## config.mk

```make
export PLATFORM = sky130hd
export DESIGN_NAME = mipsCore
export DESIGN_NICKNAME = d
export VERILOG_FILES = /design/src/common/mipsPkg.sv /design/src/hw/datapath/alu.sv /design/src/hw/datapath/regFile.sv /design/src/hw/datapath/loadStoreAlign.sv /design/src/hw/control/aluDecoder.sv /design/src/hw/control/controlFsm.sv /design/src/hw/datapath/multiDatapath.sv /design/src/hw/mipsCore.sv
export SDC_FILE = /design/constraint.sdc
export NUM_CORES = 2
export LEC_CHECK = 0
export ABC_AREA = 1
export BUFFER_PORTS_ARGS = -buffer_cell sky130_fd_sc_hd__buf_2
export CORE_UTILIZATION = 31
export DETAILED_ROUTE_END_ITERATION = 10
export PLACE_DENSITY_LB_ADDON = 0.08
export SLEW_MARGIN = 0
export SYNTH_ARGS = -nofsm -noshare
export SYNTH_HDL_FRONTEND = slang
export SYNTH_SLANG_ARGS = --single-unit
```

## constraint.sdc

```tcl
create_clock -name iCLK -period 11.15 [get_ports iCLK]
set_clock_uncertainty 0.05 [all_clocks]
set_input_delay 0.5575 -clock iCLK [delete_from_list [all_inputs] [get_ports iCLK]]
set_output_delay 0.5575 -clock iCLK [all_outputs]
set_load 0.02 [all_outputs]
```

## src/common/mipsPkg.sv

```systemverilog
// MIPS core shared definitions
package mipsPkg;

	localparam int WORD_W     = 32; // data and address width
	localparam int REG_ADDR_W = 5;
	localparam int REG_COUNT  = 32;
	localparam logic [REG_ADDR_W-1:0] RA_REG = 5'd31; // link register for jal

	// primary opcodes kept in this core
	typedef enum logic [5:0] {
		opRType = 6'h00,
		opJ     = 6'h02,
		opJal   = 6'h03,
		opBeq   = 6'h04,
		opBne   = 6'h05,
		opAddi  = 6'h08,
		opSlti  = 6'h0a,
		opAndi  = 6'h0c,
		opOri   = 6'h0d,
		opLui   = 6'h0f,
		opLb    = 6'h20,
		opLh    = 6'h21,
		opLw    = 6'h23,
		opLbu   = 6'h24,
		opLhu   = 6'h25,
		opSb    = 6'h28,
		opSh    = 6'h29,
		opSw    = 6'h2b
	} opcode_t;

	typedef enum logic [5:0] {
		fnSll = 6'h00,
		fnSrl = 6'h02,
		fnJr  = 6'h08,
		fnAdd = 6'h20,
		fnSub = 6'h22,
		fnAnd = 6'h24,
		fnOr  = 6'h25,
		fnSlt = 6'h2a
	} funct_t;

	// multicycle sequence, fetch is the reset state
	typedef enum logic [3:0] {
		stFetch, stDecode, stMemAddr, stMemRead, stMemWriteBack, stMemWrite,
		stRExec, stRWriteBack, stIExec, stIWriteBack, stBranch, stJump,
		stJumpReg, stJal
	} ctrlState_t;

	typedef enum logic [1:0] {clsAdd, clsSub, clsFunct, clsImm} aluClass_t;
	typedef enum logic [3:0] {
		aluAdd, aluSub, aluAnd, aluOr, aluSlt, aluSll, aluSrl, aluLui
	} aluOp_t;
	typedef enum logic {srcAPc, srcAReg} aluSrcA_t;
	typedef enum logic [2:0] {
		srcBReg, srcBFour, srcBSignImm, srcBBranchOff, srcBZeroImm
	} aluSrcB_t;
	typedef enum logic [1:0] {pcFromAlu, pcFromAluOut, pcFromJump, pcFromReg} pcSource_t;

	// access size, shared by loads and stores
	typedef enum logic [2:0] {sizeWord, sizeHalf, sizeHalfU, sizeByte, sizeByteU} memSize_t;

endpackage

```

## src/hw/datapath/alu.sv

```systemverilog
// 32-bit integer ALU
`timescale 1ns/10ps

module alu
	import mipsPkg::*;
(
	input  logic [WORD_W-1:0] a,
	input  logic [WORD_W-1:0] b,
	input  logic [4:0]        shamt,
	input  aluOp_t            aluOp,
	output logic [WORD_W-1:0] result,
	output logic              zero
);

	logic lessThan;

	assign lessThan = $signed(a) < $signed(b); // signed compare for slt and slti

	always_comb
	begin
		case (aluOp)
			aluAdd:  result = a + b;
			aluSub:  result = a - b;
			aluAnd:  result = a & b;
			aluOr:   result = a | b;
			aluSlt:  result = {{(WORD_W-1){1'b0}}, lessThan};
			aluSll:  result = b << shamt; // shifts act on rt
			aluSrl:  result = b >> shamt;
			aluLui:  result = {b[15:0], 16'b0};
			default: result = a + b;
		endcase
	end

	// beq and bne look at this after a subtract
	assign zero = (result == '0);

endmodule

```

## src/hw/datapath/regFile.sv

```systemverilog
// integer register file
`timescale 1ns/10ps

module regFile
	import mipsPkg::*;
(
	input  logic                  iCLK,
	input  logic                  iRST,
	input  logic [REG_ADDR_W-1:0] readAddr1,
	input  logic [REG_ADDR_W-1:0] readAddr2,
	input  logic [REG_ADDR_W-1:0] writeAddr,
	input  logic [WORD_W-1:0]     writeData,
	input  logic                  regWrite,
	output logic [WORD_W-1:0]     readData1,
	output logic [WORD_W-1:0]     readData2
);

	logic [WORD_W-1:0] regs [REG_COUNT];

	always_ff @(posedge iCLK)
	begin
		if (iRST)
		begin
			for (int i = 0; i < REG_COUNT; i++)
				regs[i] <= '0;
		end
		else if (regWrite && writeAddr != '0) // $zero stays zero
			regs[writeAddr] <= writeData;
	end

	assign readData1 = regs[readAddr1];
	assign readData2 = regs[readAddr2];

endmodule

```

## src/hw/datapath/loadStoreAlign.sv

```systemverilog
// load and store lane alignment
`timescale 1ns/10ps

module loadStoreAlign
	import mipsPkg::*;
(
	input  memSize_t          memSize,
	input  logic [1:0]        storeOffset,
	input  logic [1:0]        loadOffset,
	input  logic [WORD_W-1:0] storeData,
	input  logic [WORD_W-1:0] loadData,
	output logic [WORD_W-1:0] memWriteData,
	output logic [3:0]        byteEnable,
	output logic [WORD_W-1:0] loadResult
);

	logic [WORD_W-1:0] laneShifted;
	logic [7:0]        loadByte;
	logic [15:0]       loadHalf;

	// stores: copy the item into every lane, enables pick the one addressed
	always_comb
	begin
		case (memSize)
			sizeHalf, sizeHalfU:
			begin
				memWriteData = {2{storeData[15:0]}};
				byteEnable = storeOffset[1] ? 4'b1100 : 4'b0011;
			end
			sizeByte, sizeByteU:
			begin
				memWriteData = {4{storeData[7:0]}};
				byteEnable = 4'b0001 << storeOffset;
			end
			default:
			begin
				memWriteData = storeData;
				byteEnable = 4'b1111;
			end
		endcase
	end

	// loads: little-endian, lane 0 is bits 7:0
	assign laneShifted = loadData >> {loadOffset, 3'b000};
	assign loadByte = laneShifted[7:0];
	assign loadHalf = loadOffset[1] ? loadData[31:16] : loadData[15:0];

	always_comb
	begin
		case (memSize)
			sizeHalf:  loadResult = {{16{loadHalf[15]}}, loadHalf};
			sizeHalfU: loadResult = {16'b0, loadHalf};
			sizeByte:  loadResult = {{24{loadByte[7]}}, loadByte};
			sizeByteU: loadResult = {24'b0, loadByte};
			default:   loadResult = loadData;
		endcase
	end

endmodule

```

## src/hw/control/aluDecoder.sv

```systemverilog
// ALU operation decoder
`timescale 1ns/10ps

module aluDecoder
	import mipsPkg::*;
(
	input  aluClass_t aluClass,
	input  opcode_t   opcode,
	input  funct_t    funct,
	output aluOp_t    aluOp
);

	always_comb
	begin
		aluOp = aluAdd; // address and pc arithmetic
		case (aluClass)
			clsSub: aluOp = aluSub;
			clsFunct:
			begin
				case (funct)
					fnSub:   aluOp = aluSub;
					fnAnd:   aluOp = aluAnd;
					fnOr:    aluOp = aluOr;
					fnSlt:   aluOp = aluSlt;
					fnSll:   aluOp = aluSll;
					fnSrl:   aluOp = aluSrl;
					default: aluOp = aluAdd; // add and jr
				endcase
			end
			clsImm:
			begin
				case (opcode)
					opAndi:  aluOp = aluAnd;
					opOri:   aluOp = aluOr;
					opSlti:  aluOp = aluSlt;
					opLui:   aluOp = aluLui;
					default: aluOp = aluAdd;
				endcase
			end
			default: ;
		endcase
	end

endmodule

```

## src/hw/control/controlFsm.sv

```systemverilog
// multicycle control FSM
`timescale 1ns/10ps

module controlFsm
	import mipsPkg::*;
(
	input  logic       iCLK,
	input  logic       iRST,
	input  opcode_t    opcode,
	input  funct_t     funct,
	output ctrlState_t state,
	output logic       irWrite, pcWrite, branchEq, branchNe, iorD, memRead, memWrite,
	output logic       regWrite, regDst, memToReg, linkWrite,
	output aluSrcA_t   aluSrcA,
	output aluSrcB_t   aluSrcB,
	output pcSource_t  pcSource,
	output aluClass_t  aluClass,
	output memSize_t   memSize
);

	ctrlState_t nextState;
	logic       isStore;

	assign isStore = (opcode == opSw) || (opcode == opSh) || (opcode == opSb);

	always_ff @(posedge iCLK)
	begin
		if (iRST)
			state <= stFetch;
		else
			state <= nextState;
	end

	// sequencing
	always_comb
	begin
		nextState = stFetch; // most states end the instruction
		case (state)
			stFetch: nextState = stDecode;
			stDecode:
			begin
				case (opcode)
					opRType:
					begin
						case (funct)
							fnAdd, fnSub, fnAnd, fnOr, fnSlt, fnSll, fnSrl, fnJr:
								nextState = stRExec;
							default: nextState = stFetch; // unknown funct dropped
						endcase
					end
					opAddi, opAndi, opOri, opSlti, opLui: nextState = stIExec;
					opLw, opLh, opLhu, opLb, opLbu, opSw, opSh, opSb: nextState = stMemAddr;
					opBeq, opBne: nextState = stBranch;
					opJ:          nextState = stJump;
					opJal:        nextState = stJal;
					default:      nextState = stFetch;
				endcase
			end
			stMemAddr: nextState = isStore ? stMemWrite : stMemRead;
			stMemRead: nextState = stMemWriteBack;
			stRExec:   nextState = (funct == fnJr) ? stJumpReg : stRWriteBack;
			stIExec:   nextState = stIWriteBack;
			stJal:     nextState = stJump; // link first, then jump
			default:   nextState = stFetch;
		endcase
	end

	// per-state enables and selects
	always_comb
	begin
		irWrite = 1'b0;
		pcWrite = 1'b0;
		branchEq = 1'b0;
		branchNe = 1'b0;
		iorD = 1'b0;
		memRead = 1'b0;
		memWrite = 1'b0;
		regWrite = 1'b0;
		regDst = 1'b0;
		memToReg = 1'b0;
		linkWrite = 1'b0;
		aluSrcA = srcAPc;
		aluSrcB = srcBFour;
		pcSource = pcFromAlu;
		aluClass = clsAdd;
		case (state)
			stFetch:
			begin
				memRead = 1'b1;
				irWrite = 1'b1;
				pcWrite = 1'b1; // pc + 4
			end
			stDecode: aluSrcB = srcBBranchOff; // branch target into ALUOut
			stMemAddr:
			begin
				aluSrcA = srcAReg;
				aluSrcB = srcBSignImm;
			end
			stMemRead:
			begin
				iorD = 1'b1;
				memRead = 1'b1;
			end
			stMemWriteBack:
			begin
				regWrite = 1'b1;
				memToReg = 1'b1;
			end
			stMemWrite:
			begin
				iorD = 1'b1;
				memWrite = 1'b1;
			end
			stRExec:
			begin
				aluSrcA = srcAReg;
				aluSrcB = srcBReg;
				aluClass = clsFunct;
			end
			stRWriteBack:
			begin
				regWrite = 1'b1;
				regDst = 1'b1; // rd
			end
			stIExec:
			begin
				aluSrcA = srcAReg;
				aluSrcB = (opcode == opAndi || opcode == opOri || opcode == opLui) ?
					srcBZeroImm : srcBSignImm;
				aluClass = clsImm;
			end
			stIWriteBack: regWrite = 1'b1;
			stBranch:
			begin
				aluSrcA = srcAReg;
				aluSrcB = srcBReg;
				aluClass = clsSub; // zero flag compares rs and rt
				pcSource = pcFromAluOut;
				branchEq = (opcode == opBeq);
				branchNe = (opcode == opBne);
			end
			stJump:
			begin
				pcWrite = 1'b1;
				pcSource = pcFromJump;
			end
			stJumpReg:
			begin
				pcWrite = 1'b1;
				pcSource = pcFromReg;
			end
			stJal:
			begin
				regWrite = 1'b1;
				linkWrite = 1'b1; // ra gets pc, already advanced
			end
			default: ;
		endcase
	end

	// access size from the load or store opcode
	always_comb
	begin
		case (opcode)
			opLh, opSh: memSize = sizeHalf;
			opLhu:      memSize = sizeHalfU;
			opLb, opSb: memSize = sizeByte;
			opLbu:      memSize = sizeByteU;
			default:    memSize = sizeWord;
		endcase
	end

endmodule

```

## src/hw/datapath/multiDatapath.sv

```systemverilog
// multicycle datapath
`timescale 1ns/10ps

module multiDatapath
	import mipsPkg::*;
#(
	parameter logic [WORD_W-1:0] RESET_PC = '0
)(
	input  logic              iCLK,
	input  logic              iRST,
	input  logic              irWrite, pcWrite, branchEq, branchNe, iorD, memRead, memWrite,
	input  logic              regWrite, regDst, memToReg, linkWrite,
	input  aluSrcA_t          aluSrcA,
	input  aluSrcB_t          aluSrcB,
	input  pcSource_t         pcSource,
	input  aluClass_t         aluClass,
	input  memSize_t          memSize,
	output opcode_t           opcode,
	output funct_t            funct,
	output logic [WORD_W-1:0] pc,
	output logic [WORD_W-1:0] memAddress,
	output logic [WORD_W-1:0] memWriteData,
	input  logic [WORD_W-1:0] memReadData,
	output logic [3:0]        memByteEnable,
	output logic              memReadEnable,
	output logic              memWriteEnable
);

	logic [WORD_W-1:0] ir, aReg, bReg, mdr, aluOut;
	logic [1:0]        addrLow; // offset of the last data access
	logic [WORD_W-1:0] readData1, readData2, aluA, aluB, aluResult, pcNext;
	logic [WORD_W-1:0] signImm, zeroImm, branchOff, jumpTarget, loadResult, writeData;
	logic [REG_ADDR_W-1:0] writeAddr;
	logic              aluZero, pcEn;
	aluOp_t            aluOp;

	// instruction fields
	assign opcode     = opcode_t'(ir[31:26]);
	assign funct      = funct_t'(ir[5:0]);
	assign signImm    = {{16{ir[15]}}, ir[15:0]};
	assign zeroImm    = {16'b0, ir[15:0]};
	assign branchOff  = {{14{ir[15]}}, ir[15:0], 2'b00};
	assign jumpTarget = {pc[31:28], ir[25:0], 2'b00}; // pc is already +4

	assign aluA = (aluSrcA == srcAReg) ? aReg : pc;
	always_comb
	begin
		case (aluSrcB)
			srcBReg:       aluB = bReg;
			srcBFour:      aluB = 32'd4;
			srcBSignImm:   aluB = signImm;
			srcBBranchOff: aluB = branchOff;
			srcBZeroImm:   aluB = zeroImm;
			default:       aluB = '0;
		endcase
	end

	always_comb
	begin
		case (pcSource)
			pcFromAlu:    pcNext = aluResult;
			pcFromAluOut: pcNext = aluOut; // branch target from decode
			pcFromJump:   pcNext = jumpTarget;
			default:      pcNext = aReg; // jr
		endcase
	end

	assign pcEn = pcWrite || (branchEq && aluZero) || (branchNe && !aluZero);

	// write-back target and source, jal overrides both
	assign writeAddr = linkWrite ? RA_REG : (regDst ? ir[15:11] : ir[20:16]);
	assign writeData = linkWrite ? pc : (memToReg ? loadResult : aluOut);

	assign memAddress     = iorD ? aluOut : pc;
	assign memReadEnable  = memRead;
	assign memWriteEnable = memWrite;

	always_ff @(posedge iCLK)
	begin
		if (iRST)
		begin
			pc <= RESET_PC;
			ir <= '0;
			aReg <= '0;
			bReg <= '0;
			mdr <= '0;
			aluOut <= '0;
			addrLow <= '0;
		end
		else
		begin
			aReg <= readData1;
			bReg <= readData2;
			mdr <= memReadData;
			aluOut <= aluResult;
			if (irWrite)
				ir <= memReadData;
			if (pcEn)
				pc <= pcNext;
			if (iorD)
				addrLow <= memAddress[1:0]; // kept for load write-back
		end
	end

	regFile rf0 (
		.iCLK(iCLK), .iRST(iRST),
		.readAddr1(ir[25:21]), .readAddr2(ir[20:16]), .writeAddr(writeAddr),
		.writeData(writeData), .regWrite(regWrite),
		.readData1(readData1), .readData2(readData2)
	);

	aluDecoder dec0 (.aluClass(aluClass), .opcode(opcode), .funct(funct), .aluOp(aluOp));

	alu alu0 (
		.a(aluA), .b(aluB), .shamt(ir[10:6]), .aluOp(aluOp),
		.result(aluResult), .zero(aluZero)
	);

	loadStoreAlign lsa0 (
		.memSize(memSize), .storeOffset(memAddress[1:0]), .loadOffset(addrLow),
		.storeData(bReg), .loadData(mdr),
		.memWriteData(memWriteData), .byteEnable(memByteEnable), .loadResult(loadResult)
	);

endmodule

```

## src/hw/mipsCore.sv

```systemverilog
// multicycle MIPS core top
`timescale 1ns/10ps

module mipsCore
	import mipsPkg::*;
#(
	parameter logic [WORD_W-1:0] RESET_PC = '0
)(
	input  logic              iCLK,
	input  logic              iRST,
	output logic [WORD_W-1:0] memAddress,
	output logic [WORD_W-1:0] memWriteData,
	input  logic [WORD_W-1:0] memReadData,
	output logic [3:0]        memByteEnable,
	output logic              memReadEnable,
	output logic              memWriteEnable,
	output logic [WORD_W-1:0] pc,
	output ctrlState_t        state
);

	opcode_t   opcode;
	funct_t    funct;
	logic      irWrite, pcWrite, branchEq, branchNe, iorD;
	logic      memRead, memWrite, regWrite, regDst, memToReg, linkWrite;
	aluSrcA_t  aluSrcA;
	aluSrcB_t  aluSrcB;
	pcSource_t pcSource;
	aluClass_t aluClass;
	memSize_t  memSize;

	controlFsm ctrl0 (
		.iCLK(iCLK), .iRST(iRST),
		.opcode(opcode), .funct(funct), .state(state),
		.irWrite(irWrite), .pcWrite(pcWrite), .branchEq(branchEq), .branchNe(branchNe),
		.iorD(iorD), .memRead(memRead), .memWrite(memWrite), .regWrite(regWrite),
		.regDst(regDst), .memToReg(memToReg), .linkWrite(linkWrite),
		.aluSrcA(aluSrcA), .aluSrcB(aluSrcB), .pcSource(pcSource),
		.aluClass(aluClass), .memSize(memSize)
	);

	multiDatapath #(.RESET_PC(RESET_PC)) dp0 (
		.iCLK(iCLK), .iRST(iRST),
		.irWrite(irWrite), .pcWrite(pcWrite), .branchEq(branchEq), .branchNe(branchNe),
		.iorD(iorD), .memRead(memRead), .memWrite(memWrite), .regWrite(regWrite),
		.regDst(regDst), .memToReg(memToReg), .linkWrite(linkWrite),
		.aluSrcA(aluSrcA), .aluSrcB(aluSrcB), .pcSource(pcSource),
		.aluClass(aluClass), .memSize(memSize),
		.opcode(opcode), .funct(funct), .pc(pc),
		.memAddress(memAddress), .memWriteData(memWriteData), .memReadData(memReadData),
		.memByteEnable(memByteEnable), .memReadEnable(memReadEnable),
		.memWriteEnable(memWriteEnable)
	);

endmodule

```

==> flow_metrics.py <==
metrics = {
    "run_status": {
        "status": "finished clean",
    },
    "global_routing": {
        "grt_pass1_vias": 67882,
        "grt_max_degree": 157,
        "grt_overflow": 0,
        "grt_use_total": 0.3366,
        "antenna_found_initial": 33,
        "grt_pass1_wl_mm": 555.6,
    },
    "layout": {
        "fillers": 23700,
        "nets": 8958,
        "drive_gt1_frac": 0.08215,
        "syn2layout_area_growth_pct": 12.17,
    },
    "floorplanning": {
        "die-area_sq_mm": 0.2335,
        "die_h_um": 483.2,
        "coreArea_sq_mm": 0.2301,
        "die_x_um": 483.2,
        "rows": 176,
        "ios": 140,
        "initial_core_util": 0.3120,
    },
    "yosys": {
        "avgSynthCellArea_sq_um": 7.924,
        "synth_cell_types": 56,
        "synthArstFlopShare": 0,
        "yosysTopAreaCellShare": 0.4283,
        "ys_seq_area_frac": 0.4836,
        "yosysTopAreaCell": "edfxtp_1",
        "synth_area_sq_mm": 0.07179,
        "synth_enable_flop_cells": 1024,
        "synth_area_leaders": "edfxtp_1 43%, nor2_1 12%, o21ai_0 8.8%",
        "yosysWarnings": 0,
        "yosys-top-cells-count": "2240 x nor2_1, 1267 x o21ai_0, 1024 x edfxtp_1, 984 x nand2_1, 686 x clkbuf_1",
        "ys_ff_latch": 1222,
        "synthFlopType": "edfxtp_1",
        "postSynthCellCount": 9059,
        "synth_most_common_cell": "nor2_1",
    },
    "cts": {
        "clock_sinks": 1222,
        "clkTransAtPathRegs_ns": 0.06,
        "clk_latency_ns": 0.84,
        "post-cts-setup-buffer-count": 0,
        "cts_buffers": 151,
        "cts_tree": "yes",
        "h-tree-depth": 4,
        "cts-root-buf": "clkbuf_16",
        "ctsLongestPathBuffers": 3,
    },
    "power_and_ir_drop": {
        "ir_worst_vdd_v": 0.0002082,
        "p_leak_nw": 30.52,
        "switchingPower_mw": 12.62,
        "power.internal_mw": 11.07,
        "pwr-share-comb": 0.536,
        "clockPowerShare": 0.207,
        "p_per_area_mw_per_mm2": 294.2,
        "pwr-share-seq": 0.257,
        "p_sw_frac": 0.5326,
    },
    "critical_path": {
        "crit_type": "reg -> reg",
        "crit_slowest_cell": "inv_2",
        "worstSetupEndpointType": "flop",
        "critPathRequiredTime_ns": 11.85,
        "max_stage_delay_ns": 0.80,
        "crit_start": "ctrl0.state[1]$_SDFF_PP0_",
        "crit_arrival_ns": 9.00,
        "cpMostUsedCell": "nand2_1",
        "start_kind": "flop",
        "r2r-start": "ctrl0.state[1]$_SDFF_PP0_",
        "cp_max_fo": 30,
    },
    "detailed_routing": {
        "drt_iter0_markers": 10361,
        "wirelength_mm": 406.5,
        "drc": 0,
        "via_per_inst": 6.075,
        "dr.pass1.iters": 6,
        "antenna_left": 0,
        "wl_per_cell_um": 33.92,
        "vias": 72801,
    },
    "timing": {
        "period_share": 0.7440,
        "fmax_mhz": 120.5,
        "maxSlewHeadroom": 0.09849,
        "fin_crit_ns": 8.295,
        "setup_slack_ns": 2.855,
        "maxSlewViolCount": 0,
        "hold_violations": 0,
        "setup_viol": 0,
        "grt_setup_unrepaired": "false",
        "setup_tns_ns": 0,
        "worst_pin_slew_ns": 1.352,
    },
    "min_path": {
        "hp-start": "iRST",
        "hold_class": "in -> reg",
    },
    "place": {
        "dp_worst_setup_slack_ns": 3.133,
        "dp_hpwl_mm": 266.5,
        "place.port_buffers": 139,
        "gp_congestion": 1.022,
    },
    "job": {
        "maxCapViolations": 0,
    },
}
==> logic make-up (layout without fill, tap and decap cells) <==
| family | after synthesis | count (layout) | share of synthesized area |
|---|---|---|---|
| buffers and inverters | 1325 | 1182 | 0.07123 |
| and+or+nand+nor | 4023 | 4023 | 0.2275 |
| other | 1 | 43 | 0.00005224 |
| adders and majority gates | 98 | 98 | 0.01729 |
| xor gates and xnor gates | 19 | 19 | 0.002318 |
| DFF | 1222 | 1222 | 0.4836 |
| AOI/OAI and AO/OA | 2371 | 2371 | 0.1980 |
==> cells in the final DEF (no fill, tap or decap), types with 23 or more instances in the layout <==
master	n
nor2_1	2234
o21ai_0	1260
edfxtp_1	1024
nand2_1	932
nand3_1	661
inv_1	491
o221ai_1	414
a21oi_1	287
buf_4	190
dfxtp_1	185
clkbuf_16	153
buf_2	138
a31oi_1	101
ha_1	96
o22ai_1	93
nand2_2	58
nand4_1	58
clkinv_1	40
clkbuf_1	36
inv_2	32
conb_1	32
dlygate4sd3_1	32
o211ai_1	27
a221oi_1	25
o21ai_1	23
==> power by group through the flow <==
stage | Combinational [mW] | Sequential [mW] | Clock, mW
6_report | 12.7 | 6.08 | 4.91
5_1_grt | 13.3 | 6.08 | 5.13
3_5_place_dp | 12.3 | 6.14 | 0
4_1_cts | 12.3 | 6.05 | 4.97
3_3_place_gp | 12.3 | 6.15 | 0
2_1_floorplan | 7.20 | 5.63 | 0
==> stage by stage <==
| step | hold WS (ns) | std cells | instance area [sq um] | utilization | power, mW |
|---|---|---|---|---|---|
| 2_1_floorplan | 0.4195 | 9090 | 71900 | - | 12.83 |
| 6_report | 0.1538 | 11984 | 80520 | 0.3499 | 23.69 |
| 3_3_place_gp | 0.4705 | 11667 | 75420 | 0.3278 | 18.48 |
| 5_1_grt | 0.1506 | 11974 | 80500 | 0.3498 | 24.52 |
| 4_1_cts | 0.1408 | 11973 | 80500 | 0.3498 | 23.34 |
| 3_5_place_dp | 0.4657 | 11667 | 75420 | 0.3278 | 18.43 |
==> cell type report <==
type	count	area [sq um]	area share
Inverter	534	2054	0.02551
Timing Repair Buffer	374	2709	0.03364
Sequential cell	1222	34750	0.4315
Tap cell	3026	3786	0.04702
Multi-Input combinational cell	6543	32450	0.4029
Clock buffer	200	4115	0.05110
Antenna cell	11	27.53	0.0003418
Clock inverter	74	638.1	0.007924
==> state kept, by name, summed over array words and instances (netlist names) <==
register	flops
dp0.addrLow	2
ctrl0.state	4
dp0.aluOut	32
dp0.bReg	32
dp0.ir	32
dp0.pc	32
dp0.mdr	32
dp0.aReg	32
dp0.rf0.regs	1024
==> worst max-delay path: cells and delay by family, from the launching register on <==
family	cells	cell delay [ns]
flip-flops	1	0.46
buffers and inverters	5	1.86
AO/OA/AOI/OAI	3	1.14
adder cells (fa/ha/maj)	1	0.60
AND/OR/NAND/NOR	23	4.05
==> repair_timing <==
item | 4_1_cts | 5_1_grt
setup endpoints to repair | 0 | 0
endpoints found under the hold margin | 57 | 0
hold buffers | 32 | 0
gates resized for setup | 0 | 0
==> per-layer routing <==
| layer | global-route usage | up-vias | wire [um] |
|---|---|---|---|
| met5 | 0 | - | 75 |
| met2 | 0.5253 | 4604 | 180300 |
| met1 | 0.4503 | 36238 | 168600 |
| met3 | 0.06106 | 774 | 37280 |
| met4 | 0.1562 | 10 | 20310 |
| li1 | - | 31175 | - |
==> worst paths after layout <==
path	slack, ns	endpoint	cells past startpoint
setup / recovery	2.85	dp0.pc[5]$_SDFFE_PP0P_	32
hold / removal	0.15	dp0.aluOut[6]$_SDFF_PP0_	2
setup reg to reg	2.85	dp0.pc[5]$_SDFFE_PP0P_	32
hold reg to reg	0.47	dp0.addrLow[1]$_SDFFE_PP0P_	2
Note: power is estimated with default switching activity, not from simulation.
